$ cat src/fetch_pkg.sv
package fetch_pkg;

    // widths of the fetch packet fields
    localparam int PC_W        = 32;
    localparam int INST_W      = 32;
    localparam int EXCP_CODE_W = 7;

    // opcode field that identifies ibar, top bits of the word
    localparam int OPC_W = 17;

    typedef logic [PC_W-1:0]        pc_t;
    typedef logic [INST_W-1:0]      inst_t;
    typedef logic [EXCP_CODE_W-1:0] excp_code_t;
    typedef logic [OPC_W-1:0]       opc_t;

    // boot address, also the idle value of every stored pc
    localparam pc_t PC_RESET = 32'h1c00_0000;

    localparam pc_t INST_BYTES = 32'd4; // one instruction slot

    // andi r0, r0, 0
    localparam inst_t INST_NOP = 32'h0340_0000;

    // ibar hint sits in bits [14:0], not compared
    localparam opc_t IBAR_OP = 17'h0_70e5;

endpackage

$ cat src/fetch_pkt_if.sv
`timescale 1ns/10ps

// one fetch packet with valid/ready handshake
interface fetch_pkt_if;

    logic                   valid;
    logic                   ready;
    fetch_pkg::pc_t         pc;
    fetch_pkg::inst_t       inst0;
    fetch_pkg::inst_t       inst1;
    logic                   excp_flag;
    fetch_pkg::excp_code_t  excp_code;

    // producer side
    modport src (
        output valid, pc, inst0, inst1, excp_flag, excp_code,
        input  ready
    );

    // consumer side
    modport dst (
        input  valid, pc, inst0, inst1, excp_flag, excp_code,
        output ready
    );

    // observer, e.g. the barrier tracker
    modport mon (
        input valid, ready, pc, inst0, inst1, excp_flag, excp_code
    );

endinterface

$ cat src/fetch_backend.sv
`timescale 1ns/10ps

module fetch_backend #(
    parameter int FB_DEPTH = 4
) (
    input  logic                  clk,
    input  logic                  rstn,
    input  logic                  flush,

    input  logic                  in_valid,
    output logic                  in_ready,
    input  fetch_pkg::pc_t        in_pc,
    input  fetch_pkg::inst_t      in_inst0,
    input  fetch_pkg::inst_t      in_inst1,
    input  logic                  in_excp_flag,
    input  fetch_pkg::excp_code_t in_excp_code,

    input  logic                  ex_ibar_done,  // barrier retired in execute
    input  logic                  icache_idle,
    input  logic                  dcache_idle,
    output logic                  refetch_valid,
    output fetch_pkg::pc_t        refetch_pc,

    output logic                  out_valid,
    input  logic                  out_ready,
    output fetch_pkg::pc_t        out_pc,
    output fetch_pkg::inst_t      out_inst0,
    output fetch_pkg::inst_t      out_inst1,
    output logic                  out_excp_flag,
    output fetch_pkg::excp_code_t out_excp_code
);

    fetch_pkt_if if1_pkt ();
    fetch_pkt_if stage_pkt ();

    logic pkt_keep;

    // first fetch stage side
    assign if1_pkt.valid     = in_valid;
    assign if1_pkt.pc        = in_pc;
    assign if1_pkt.inst0     = in_inst0;
    assign if1_pkt.inst1     = in_inst1;
    assign if1_pkt.excp_flag = in_excp_flag;
    assign if1_pkt.excp_code = in_excp_code;
    assign in_ready          = if1_pkt.ready;

    if1_stage_reg if1_stage_reg_inst (
        .clk   (clk),
        .rstn  (rstn),
        .flush (flush),
        .in    (if1_pkt.dst),
        .out   (stage_pkt.src)
    );

    ibar_sync ibar_sync_inst (
        .clk           (clk),
        .rstn          (rstn),
        .flush         (flush),
        .pkt           (stage_pkt.mon),
        .ex_ibar_done  (ex_ibar_done),
        .icache_idle   (icache_idle),
        .dcache_idle   (dcache_idle),
        .pkt_keep      (pkt_keep),
        .refetch_valid (refetch_valid),
        .refetch_pc    (refetch_pc)
    );

    fetch_buffer #(
        .FB_DEPTH (FB_DEPTH)
    ) fetch_buffer_inst (
        .clk           (clk),
        .rstn          (rstn),
        .flush         (flush),
        .in            (stage_pkt.dst),
        .pkt_keep      (pkt_keep),
        .out_valid     (out_valid),
        .out_ready     (out_ready),
        .out_pc        (out_pc),
        .out_inst0     (out_inst0),
        .out_inst1     (out_inst1),
        .out_excp_flag (out_excp_flag),
        .out_excp_code (out_excp_code)
    );

endmodule

$ cat src/fetch_buffer.sv
`timescale 1ns/10ps

module fetch_buffer #(
    parameter int FB_DEPTH = 4
) (
    input  logic                  clk,
    input  logic                  rstn,
    input  logic                  flush,
    fetch_pkt_if.dst              in,
    input  logic                  pkt_keep,
    output logic                  out_valid,
    input  logic                  out_ready,
    output fetch_pkg::pc_t        out_pc,
    output fetch_pkg::inst_t      out_inst0,
    output fetch_pkg::inst_t      out_inst1,
    output logic                  out_excp_flag,
    output fetch_pkg::excp_code_t out_excp_code
);

    localparam int PTR_W = $clog2(FB_DEPTH);
    localparam int CNT_W = $clog2(FB_DEPTH + 1);

    // entry storage, one array per field
    fetch_pkg::pc_t        pc_mem    [0:FB_DEPTH-1];
    fetch_pkg::inst_t      inst0_mem [0:FB_DEPTH-1];
    fetch_pkg::inst_t      inst1_mem [0:FB_DEPTH-1];
    logic                  flag_mem  [0:FB_DEPTH-1];
    fetch_pkg::excp_code_t code_mem  [0:FB_DEPTH-1];

    logic [PTR_W-1:0] wr_ptr_q;
    logic [PTR_W-1:0] rd_ptr_q;
    logic [CNT_W-1:0] count_q;
    logic             full;
    logic             push;
    logic             pop;

    assign full     = count_q == CNT_W'(FB_DEPTH);
    assign in.ready = ~full;

    // dropped packets are consumed without a write
    assign push = in.valid & in.ready & pkt_keep;
    assign pop  = out_valid & out_ready;

    always_ff @(posedge clk or negedge rstn) begin
        if (!rstn) begin
            wr_ptr_q <= '0;
            rd_ptr_q <= '0;
            count_q  <= '0;
        end else if (flush) begin
            wr_ptr_q <= '0;
            rd_ptr_q <= '0;
            count_q  <= '0;
        end else begin
            if (push) wr_ptr_q <= wr_ptr_q + 1'b1; // wraps, depth is a power of two
            if (pop)  rd_ptr_q <= rd_ptr_q + 1'b1;
            case ({push, pop})
                2'b10:   count_q <= count_q + 1'b1;
                2'b01:   count_q <= count_q - 1'b1;
                default: count_q <= count_q;
            endcase
        end
    end

    always_ff @(posedge clk) begin
        if (push) begin
            pc_mem[wr_ptr_q]    <= in.pc;
            inst0_mem[wr_ptr_q] <= in.inst0;
            inst1_mem[wr_ptr_q] <= in.inst1;
            flag_mem[wr_ptr_q]  <= in.excp_flag;
            code_mem[wr_ptr_q]  <= in.excp_code;
        end
    end

    // head entry toward decode
    assign out_valid     = count_q != '0;
    assign out_pc        = pc_mem[rd_ptr_q];
    assign out_inst0     = inst0_mem[rd_ptr_q];
    assign out_inst1     = inst1_mem[rd_ptr_q];
    assign out_excp_flag = flag_mem[rd_ptr_q];
    assign out_excp_code = code_mem[rd_ptr_q];

endmodule

$ cat src/ibar_sync.sv
`timescale 1ns/10ps

module ibar_sync (
    input  logic           clk,
    input  logic           rstn,
    input  logic           flush,
    fetch_pkt_if.mon       pkt,
    input  logic           ex_ibar_done,
    input  logic           icache_idle,
    input  logic           dcache_idle,
    output logic           pkt_keep,
    output logic           refetch_valid,
    output fetch_pkg::pc_t refetch_pc
);

    typedef enum logic [1:0] {
        IDLE            = 2'b00,
        WAIT_EX_IBAR    = 2'b01,
        WAIT_CACHE_IDLE = 2'b11,
        WAIT_FETCH      = 2'b10
    } ibar_state_e;

    ibar_state_e    state_q;
    ibar_state_e    state_d;
    fetch_pkg::pc_t after_ibar_pc_q; // first pc behind the barrier
    fetch_pkg::pc_t ibar_next_pc;
    logic           refetch_q;

    logic hit0;
    logic hit1;
    logic ibar_hit;
    logic ibar_pos;   // 1 when only inst1 is ibar
    logic xfer;
    logic pc_match;
    logic cache_idle;
    logic start_wait;

    assign hit0 = pkt.inst0[fetch_pkg::INST_W-1 -: fetch_pkg::OPC_W] == fetch_pkg::IBAR_OP;
    assign hit1 = pkt.inst1[fetch_pkg::INST_W-1 -: fetch_pkg::OPC_W] == fetch_pkg::IBAR_OP;

    // faulting packets carry no valid instructions
    assign ibar_hit = ~pkt.excp_flag & (hit0 | hit1);
    assign ibar_pos = ~hit0;

    assign ibar_next_pc = ibar_pos ? pkt.pc + (fetch_pkg::INST_BYTES << 1)
                                   : pkt.pc + fetch_pkg::INST_BYTES;

    assign xfer       = pkt.valid & pkt.ready;
    assign pc_match   = pkt.pc == after_ibar_pc_q;
    assign cache_idle = icache_idle & dcache_idle;

    always_comb begin
        case (state_q)
            IDLE:       pkt_keep = 1'b1;
            WAIT_FETCH: pkt_keep = pc_match; // only the refetched packet survives
            default:    pkt_keep = 1'b0;
        endcase
    end

    // any kept packet with ibar opens a new wait, the refetched one too
    assign start_wait = xfer & pkt_keep & ibar_hit;

    always_comb begin
        state_d = state_q;
        case (state_q)
            IDLE: begin
                if (start_wait) state_d = WAIT_EX_IBAR;
            end
            WAIT_EX_IBAR: begin
                if (ex_ibar_done) state_d = WAIT_CACHE_IDLE;
            end
            WAIT_CACHE_IDLE: begin
                if (cache_idle) state_d = WAIT_FETCH;
            end
            WAIT_FETCH: begin
                if (xfer && pc_match) begin
                    state_d = start_wait ? WAIT_EX_IBAR : IDLE;
                end
            end
            default: state_d = IDLE;
        endcase
    end

    always_ff @(posedge clk or negedge rstn) begin
        if (!rstn) begin
            state_q   <= IDLE;
            refetch_q <= 1'b0;
        end else if (flush) begin
            state_q   <= IDLE;
            refetch_q <= 1'b0;
        end else begin
            state_q   <= state_d;
            refetch_q <= (state_q == WAIT_CACHE_IDLE) & cache_idle; // single pulse
        end
    end

    always_ff @(posedge clk or negedge rstn) begin
        if (!rstn) begin
            after_ibar_pc_q <= fetch_pkg::PC_RESET;
        end else if (start_wait && !flush) begin
            after_ibar_pc_q <= ibar_next_pc;
        end
    end

    assign refetch_valid = refetch_q;
    assign refetch_pc    = after_ibar_pc_q;

endmodule

$ cat src/if1_stage_reg.sv
`timescale 1ns/10ps

module if1_stage_reg (
    input  logic     clk,
    input  logic     rstn,
    input  logic     flush,
    fetch_pkt_if.dst in,
    fetch_pkt_if.src out
);

    logic                  run_q;   // set once out of reset
    logic                  valid_q;
    fetch_pkg::pc_t        pc_q;
    fetch_pkg::inst_t      inst0_q;
    fetch_pkg::inst_t      inst1_q;
    logic                  excp_flag_q;
    fetch_pkg::excp_code_t excp_code_q;
    logic                  load;

    // empty, or the held packet leaves this cycle
    assign in.ready = run_q & ~flush & (~valid_q | out.ready);
    assign load     = in.valid & in.ready;

    always_ff @(posedge clk or negedge rstn) begin
        if (!rstn) begin
            run_q <= 1'b0;
        end else begin
            run_q <= 1'b1;
        end
    end

    always_ff @(posedge clk or negedge rstn) begin
        if (!rstn) begin
            valid_q     <= 1'b0;
            pc_q        <= fetch_pkg::PC_RESET;
            inst0_q     <= fetch_pkg::INST_NOP;
            inst1_q     <= fetch_pkg::INST_NOP;
            excp_flag_q <= 1'b0;
            excp_code_q <= '0;
        end else if (flush) begin
            valid_q     <= 1'b0;
            pc_q        <= fetch_pkg::PC_RESET;
            inst0_q     <= fetch_pkg::INST_NOP;
            inst1_q     <= fetch_pkg::INST_NOP;
            excp_flag_q <= 1'b0;
            excp_code_q <= '0;
        end else if (load) begin
            valid_q     <= 1'b1;
            pc_q        <= in.pc;
            inst0_q     <= in.inst0;
            inst1_q     <= in.inst1;
            excp_flag_q <= in.excp_flag;
            excp_code_q <= in.excp_code;
        end else if (out.ready) begin
            valid_q <= 1'b0; // drained, fields keep last value
        end
    end

    assign out.valid     = valid_q;
    assign out.pc        = pc_q;
    assign out.inst0     = inst0_q;
    assign out.inst1     = inst1_q;
    assign out.excp_flag = excp_flag_q;
    assign out.excp_code = excp_code_q;

endmodule

$ cat config.mk
export PLATFORM = sky130hd
export DESIGN_NAME = fetch_backend
export DESIGN_NICKNAME = d
export VERILOG_FILES = /design/src/fetch_pkg.sv /design/src/fetch_pkt_if.sv /design/src/fetch_backend.sv /design/src/fetch_buffer.sv /design/src/ibar_sync.sv /design/src/if1_stage_reg.sv
export SDC_FILE = /design/constraint.sdc
export NUM_CORES = 1
export LEC_CHECK = 0
export ABC_AREA = 1
export BUFFER_PORTS_ARGS = -buffer_cell sky130_fd_sc_hd__clkbuf_2
export CAP_MARGIN = 30
export CORE_MARGIN = 2
export CORE_UTILIZATION = 59
export DETAILED_ROUTE_END_ITERATION = 10
export HOLD_SLACK_MARGIN = 0.03
export PLACE_DENSITY = 0.82
export REMOVE_ABC_BUFFERS = 1
export SLEW_MARGIN = 10
export SYNTH_ARGS = -nofsm -noshare
export SYNTH_HDL_FRONTEND = slang
export SYNTH_HIERARCHICAL = 1
export SYNTH_SLANG_ARGS = --single-unit
$ cat constraint.sdc
create_clock -name clk -period 10.9 [get_ports clk]
set_input_delay 2.18 -clock clk [delete_from_list [all_inputs] [get_ports clk]]
set_output_delay 2.18 -clock clk [all_outputs]
set_load 0.03 [all_outputs]
After elaboration in Yosys (flattened, before gate mapping)
Memories as Yosys holds them, arrays and structs flattened.
Cells that the tools add are included.
{"block": "word_totals", "register_bits": 148, "latchBits": 0, "ram_bits": 416, "mem_bits_ro": 0, "inputBits": 112, "out_inout_bits": 139, "elab_cells": 95, "mem_count": 5}
{"block": "op_classes", "addsub": 6, "mul": 0, "div": 0, "n_lt_le_gt_ge": 0, "n_eq_ne": 14, "shift": 0, "n_mux": 31, "bitwise": 16, "reduce_logical": 10}
{"name": "fetch_buffer_inst.inst0_mem", "depth": 4, "word_bits": 32, "read_ports": 1, "rd_clocked_by_memory_dff": 0, "wr": 1, "line_no": "fetch_buffer.sv:25", "source": "fetch_pkg::inst_t inst0_mem [0:FB_DEPTH-1];"}
{"name": "fetch_buffer_inst.inst1_mem", "depth": 4, "word_bits": 32, "read_ports": 1, "rd_clocked_by_memory_dff": 0, "wr": 1, "line_no": "fetch_buffer.sv:26", "source": "fetch_pkg::inst_t inst1_mem [0:FB_DEPTH-1];"}
{"name": "fetch_buffer_inst.pc_mem", "depth": 4, "word_bits": 32, "read_ports": 1, "rd_clocked_by_memory_dff": 0, "wr": 1, "line_no": "fetch_buffer.sv:24", "source": "fetch_pkg::pc_t pc_mem [0:FB_DEPTH-1];"}
{"name": "fetch_buffer_inst.code_mem", "depth": 4, "word_bits": 7, "read_ports": 1, "rd_clocked_by_memory_dff": 0, "wr": 1, "line_no": "fetch_buffer.sv:28", "source": "fetch_pkg::excp_code_t code_mem [0:FB_DEPTH-1];"}
{"name": "fetch_buffer_inst.flag_mem", "depth": 4, "word_bits": 1, "read_ports": 1, "rd_clocked_by_memory_dff": 0, "wr": 1, "line_no": "fetch_buffer.sv:27", "source": "logic flag_mem [0:FB_DEPTH-1];"}
{"cell": "2-to-1 mux 32 bit", "count": 7}
{"cell": "== test 17 x 15 -> 1 bit, second input constant", "count": 2}
{"cell": "adder 32 x 3 -> 32 bit, second input constant", "count": 1}
{"cell": "adder 32 x 4 -> 32 bit, second input constant", "count": 1}
{"cell": "== test 32 bit", "count": 1}
{"cell": "2-to-1 mux 2 bit", "count": 9}
{"cell": "2-to-1 mux 7 bit", "count": 2}
{"cell": "bitwise AND 1 bit", "count": 10}
{"cell": "2-to-1 mux 1 bit", "count": 9}
{"cell": "!= test 3 x 2 -> 1 bit, second input constant", "count": 3}
{"cell": "case mux 2 bit (4 select lines)", "count": 1}
{"cell": "== test 2 bit, second input constant", "count": 3}
{"cell": "!= test 3 bit, second input constant", "count": 2}
{"cell": "case mux 3 bit (2 select lines)", "count": 1}
{"cell": "nonzero test 2 bit", "count": 3}
{"cell": "nonzero test 3 bit", "count": 2}
{"cell": "adder 2 x 1 -> 2 bit, second input constant", "count": 2}
{"cell": "== test 2 x 1 -> 1 bit, second input constant", "count": 2}
{"cell": "inverter 1 bit", "count": 4}
{"cell": "AND reduction 4 bit", "count": 1}
{"cell": "adder 3 x 1 -> 3 bit, second input constant", "count": 1}
{"cell": "== test 3 bit, second input constant", "count": 1}
{"cell": "2-to-1 mux 3 bit", "count": 1}
{"cell": "subtractor 3 x 1 -> 3 bit, second input constant", "count": 1}
{"cell": "5 further kinds", "count": 7}

Longest topological paths before layout
{"block": "depth", "depth_word": 9, "ltp_mapped": 20, "mapped_depth_nobuf": 20}

Cells and area by module
The synthesis kept the hierarchy.
{"module": "fetch_buffer", "n_inst": 1, "cells_per_inst": 1069, "area_per_inst_um2": 15838.9, "seq_area_each_um2": 12667.1}
{"module": "if1_stage_reg", "n_inst": 1, "cells_per_inst": 476, "area_per_inst_um2": 4403.0, "seq_area_each_um2": 2663.8}
{"module": "ibar_sync", "n_inst": 1, "cells_per_inst": 683, "area_per_inst_um2": 3836.2, "seq_area_each_um2": 879.6}

Worst setup path after synthesis
Ideal clock, no wire load.
{"block": "synth_path", "path_kind": "register to register", "start": "register ibar_sync_inst.after_ibar_pc_q[28], in the netlist ibar_sync_inst/refetch_pc[28]", "end": "memory fetch_buffer_inst/code_mem[0][0] in the netlist's numbering, enable pin", "arrival_time_ns": 5.898, "required_ns": 10.332, "setup_slack_ns": 4.433, "stages_incl_launch_ff": 13, "path_buffers": 0, "period_less_slack_ns": 6.467, "cell_sequence": "dfstp_2 -> inv_1 -> nand2_1 -> nand2_1 -> a21oi_1 -> nand2_1 -> nor2_2 -> nand2_2 -> nor2_4 -> nand2_4 -> nand2_4 -> nand3_1 -> nor2_1"}
{"block": "synth_between", "elab_chain_cells": 5}
{"item": "start, declared", "line_no": "ibar_sync.sv:25", "source": "fetch_pkg::pc_t after_ibar_pc_q;"}
{"item": "start signal, assigned", "line_no": "ibar_sync.sv:99", "source": "after_ibar_pc_q <= fetch_pkg::PC_RESET;"}
{"item": "start signal, assigned", "line_no": "ibar_sync.sv:101", "source": "after_ibar_pc_q <= ibar_next_pc;"}
{"item": "== test 32 bit", "line_no": "ibar_sync.sv:49", "source": "assign pc_match = pkt.pc == after_ibar_pc_q;"}
{"item": "case mux 1 bit (2 select lines)", "line_no": "ibar_sync.sv:53", "source": "case (state_q)"}
{"item": "named net pkt_keep", "line_no": "fetch_backend.sv:36", "source": "logic pkt_keep;"}
{"item": "bitwise AND 1 bit", "line_no": "fetch_buffer.sv:41", "source": "assign push = in.valid & in.ready & pkt_keep;"}
{"item": "2-to-1 mux 1 bit", "line_no": "fetch_buffer.sv:65", "source": "if (push) begin"}
{"item": "2-to-1 mux 1 bit (implied by the code)", "line_no": "fetch_buffer.sv:70", "source": "code_mem[wr_ptr_q] <= in.excp_code;"}
{"item": "end, declared", "line_no": "fetch_buffer.sv:28"}
The timed path passes the listed nets, and every way through them passes these cells.

Worst setup path in the final report
{"block": "layout_path", "start": "register fetch_buffer_inst.rd_ptr_q[0]", "end": "output out_pc[16]"}
{"block": "layout_between", "elab_chain_cells": 1}
{"item": "start, declared", "line_no": "fetch_buffer.sv:31", "source": "logic [PTR_W-1:0] rd_ptr_q;"}
{"item": "start signal, assigned", "line_no": "fetch_buffer.sv:55", "source": "if (pop) rd_ptr_q <= rd_ptr_q + 1'b1;"}
{"item": "memory (4 x 32 bit)"}
{"item": "end, declared", "line_no": "fetch_backend.sv:26", "source": "output fetch_pkg::pc_t out_pc,"}
No other way between the ends.

==> flow_summary_export.csv <==
group,metric,value,unit
synth,synth_area_leader_cell,"edfxtp_1",
global_route,grt_use_total,30.2,%
place,placed_cell_area,0.0255,sq mm
clocking,postCtsHoldBufs,0,
route,post_drt_wl_per_cell,21.4,microns
clocking,clockRootBuffer,"clkbuf_16",
clocking,clock_path_buffers,3,
cells_and_area,fin_nets,2553,
clocking,cts_tree,"yes",
sta,setup_tns,0,ns
synth,ys.flop_type,"edfxtp_1",
synth,netlist_top_cells_area,"edfxtp_1, dfrtp_1, nand2_1, nand3_1, nor2_1",
sta,tightest_slew,1.01,ns
synth,synthDistinctLibCells,39,
setup_path,crit_top_cell,"buf_4",
floorplanning,num_rows,74,
setup_path,worstPathArrival,3.78,ns
route,wl,64.5,mm
sta,hold_violations,0,
route,drt_iter0_drc,1846,
global_route,grt_antenna_before_repair,1,
cells_and_area,n_fill_cell,2905,
setup_path,critPathMaxFanout,88,
sta,max_freq,168,MHz
clocking,cts-resized-gates,0,
cells_and_area,drive_gt1_share,16.7,%
route,final_antenna_net_count,0,
synth,mappedNetlistArea,0.0241,sq mm
floorplanning,start_util,59.4,%
setup_path,worstSetupEndpoint,"out_pc[16]",
sta,slew_viol_final,0,
setup_path,critical-path-slowest-cell,"buf_4",
global_route,overflow,0,
sta,grt_setup_unrepaired,"false",
floorplanning,die_area,0.0424,sq mm
route,vias,17900,
route,viasPerCell,5.95,
route,firstDrtPassIters,6,
sta,fin_crit,5.96,ns
floorplanning,dieHeight,206,microns
route,drc_errors,0,
sta,skew,0.0248,ns
synth,synthArstFlopShare,26.2,%
global_route,grt_pass1_vias,17400,
synth,synth_edf_count,416,
setup_path,cp_num_cells,5,
synth,avgSynthCellArea,10.8,sq um
synth,ys.warnings.count,6,
global_route,grt_pass1_wl,95.9,mm
setup_path,cp.required,8.72,ns
setup_path,r2r_slack,6.25,ns
cells_and_area,final_util,67.6,%
setup_path,critPathKind,"reg2out",
setup_path,cp_num_buf_inv,3,
power_and_ir_drop,p_leak,11.1,nW
cells_and_area,area_growth,13.9,%
setup_path,cp-end-kind,"output port",
place,portBuffers,250,
setup_path,r2r_cells,14,
setup_path,reg2reg_to,"fetch_buffer_inst/inst1_mem[2][16]$_DFFE_PP_",
setup_path,cp-startpoint,"fetch_buffer_inst/rd_ptr_q[0]$_DFFE_PN0P_",
sta,setup_viol,0,
run,maxCapViolCount,0,
clocking,clk_pin_slew_worst_paths,0.06,ns
synth,netlist_instances,2228,
worst_hold_path,hp-class,"reg2reg",
clocking,cts_max_level,2,
cells_and_area,postLayoutCellArea,0.0274,sq mm
synth,yosysMostFrequentCell,"edfxtp_1",
clocking,cts_sinks,564,
floorplanning,pin_count,251,
sta,final.period_utilization,54.7,%
clocking,numCtsBuffers,55,
floorplanning,coreArea,0.0406,sq mm
clocking,clk-insertion-delay-late,0.61,ns
setup_path,cp_top_family,"buffers and inverters",
setup_path,crit_chain,"buf_4 -> buf_4 -> o21ai_0 -> o22ai_1 -> clkbuf_2",
setup_path,r2r_start,"if1_stage_reg_inst/out.pc[3]$_DFFE_PN0P_",
power_and_ir_drop,irDropWorstVdd,0.119,mV
clocking,cts_setup_buffers,0,
floorplanning,die_w,206,microns
setup_path,cp-start-kind,"register",
global_route,grt_start_max_net_pins,98,
sta,slew_headroom,32.9,%
status,status,"complete, no violations",
setup_path,slowest_delay,0.82,ns
synth,synth_common_cells,"edfxtp_1, nand2_1, nor2_1",
place,place_congestion,0.929,
place,dp_hpwl,37.3,mm
synth,yosysTopAreaCellShare,51.9,%
power_and_ir_drop,power_density,197,mW/mm^2
synth,ys_seq_elements,564,
synth,synth_seq_area_share,67.3,%
## flip-flops by register name, summed over array words and instances, names as in the netlist
name                              flops
fetch_buffer_inst/code_mem           28
fetch_buffer_inst/count_q             3
fetch_buffer_inst/flag_mem            4
fetch_buffer_inst/inst0_mem         128
fetch_buffer_inst/inst1_mem         128
fetch_buffer_inst/pc_mem            128
fetch_buffer_inst/rd_ptr_q            2
fetch_buffer_inst/wr_ptr_q            2
ibar_sync_inst/refetch_pc            32
ibar_sync_inst/refetch_valid          1
ibar_sync_inst/state_q                2
if1_stage_reg_inst/out.excp_code      7
if1_stage_reg_inst/out.excp_flag      1
if1_stage_reg_inst/out.inst0         32
if1_stage_reg_inst/out.inst1         32
if1_stage_reg_inst/out.pc            32
if1_stage_reg_inst/out.valid          1
if1_stage_reg_inst/run_q              1
## worst min-delay path by stage
| stage | from | endpoint | slack (ns) | cells past startpoint |
|---|---|---|---|---|
| after floorplan | if1_stage_reg_inst/out.excp_code[0]$_DFFE_PN0P_ | fetch_buffer_inst/code_mem[0][0]$_DFFE_PP_ | 0.48 | 0 |
| after global placement | if1_stage_reg_inst/out.inst0[13]$_DFFE_PN0P_ | fetch_buffer_inst/inst0_mem[2][13]$_DFFE_PP_ | 0.48 | 0 |
| after detailed placement | if1_stage_reg_inst/out.inst1[3]$_DFFE_PN0P_ | fetch_buffer_inst/inst1_mem[1][3]$_DFFE_PP_ | 0.50 | 0 |
| after CTS | if1_stage_reg_inst/out.inst1[3]$_DFFE_PN0P_ | fetch_buffer_inst/inst1_mem[0][3]$_DFFE_PP_ | 0.51 | 0 |
| after global routing | if1_stage_reg_inst/out.excp_code[6]$_DFFE_PN0P_ | fetch_buffer_inst/code_mem[2][6]$_DFFE_PP_ | 0.53 | 0 |
| final | if1_stage_reg_inst/out.inst1[3]$_DFFE_PN0P_ | fetch_buffer_inst/inst1_mem[0][3]$_DFFE_PP_ | 0.51 | 0 |
## cells by family after synthesis
kind of cell / share of synthesized area, %
and+or+nand+nor: 17.0
DFF: 67.3
buffers and inverters: 4.93
AOI/OAI and AO/OA: 8.19
other: 0.0156
xor gates and xnor gates: 2.11
adders and majority gates: 0.395
## cell type report
class                      instances  area (sq um)  share of cell area, %
sequential                       564         16200                   59.1
multi-input combinational       1409          6720                   24.5
timing repair buffer             276          1540                   5.62
clock buffer                      73          1510                   5.52
tap                              532           666                   2.43
inverter                         128           489                   1.78
clock inverter                    30           274                  0.999
antenna                            1          2.50                0.00912
## metrics by stage
step | setup slack [ns] | cells | hold WS, ns | total power, mW
finish | 4.94 | 3013 | 0.513 | 5.41
global placement | 5.54 | 2904 | 0.484 | 3.53
floorplan | 2.59 | 2101 | 0.477 | 3.18
detailed placement | 5.51 | 2905 | 0.498 | 3.56
CTS | 4.96 | 3008 | 0.514 | 5.43
global route | 4.76 | 3013 | 0.530 | 5.60
## cell usage in the layout (no fill, tap or decap), types with 3 or more instances in the layout
cell type   instances
edfxtp_1          416
nand2_1           407
nor2_1            293
clkbuf_2          248
nand3_1           226
o21ai_0           219
dfrtp_1           134
inv_1             112
o22ai_1           105
clkbuf_16          55
xor2_1             41
buf_4              22
o21ai_1            21
nor3_1             18
xnor2_1            17
nand4_1            15
clkinv_2           12
dfstp_2            12
clkbuf_1           11
inv_2              11
clkinv_1           10
a21oi_1             9
clkbuf_8            7
nor2_4              6
ha_1                6
o21ai_2             5
or2_2               5
bufinv_16           4
inv_6               3
clkinvlp_4          3
buf_16              3
## where the power goes
group          internal, mW  leakage [nW]  switching (mW)
sequential             2.39          5.72          0.0836
combinational         0.268          4.52           0.798
clock                  1.07         0.877           0.802
total                  3.73          11.1            1.68
## layer usage
layer | GRT usage, % | part of all wire (%)
met1 | 40.5 | 39
met2 | 49.9 | 49
met3 | 4.30 | 9.0
met4 | 12.4 | 3.4
met5 | 0 | 0
## worst reg2reg max path: cells and delay by family (launching register included)
family / cells / cell delay [ns]
buf+inv: 3 / 1.39
flops: 1 / 0.61
simple gates: 11 / 2.20
(Power assumes the default switching activity.)
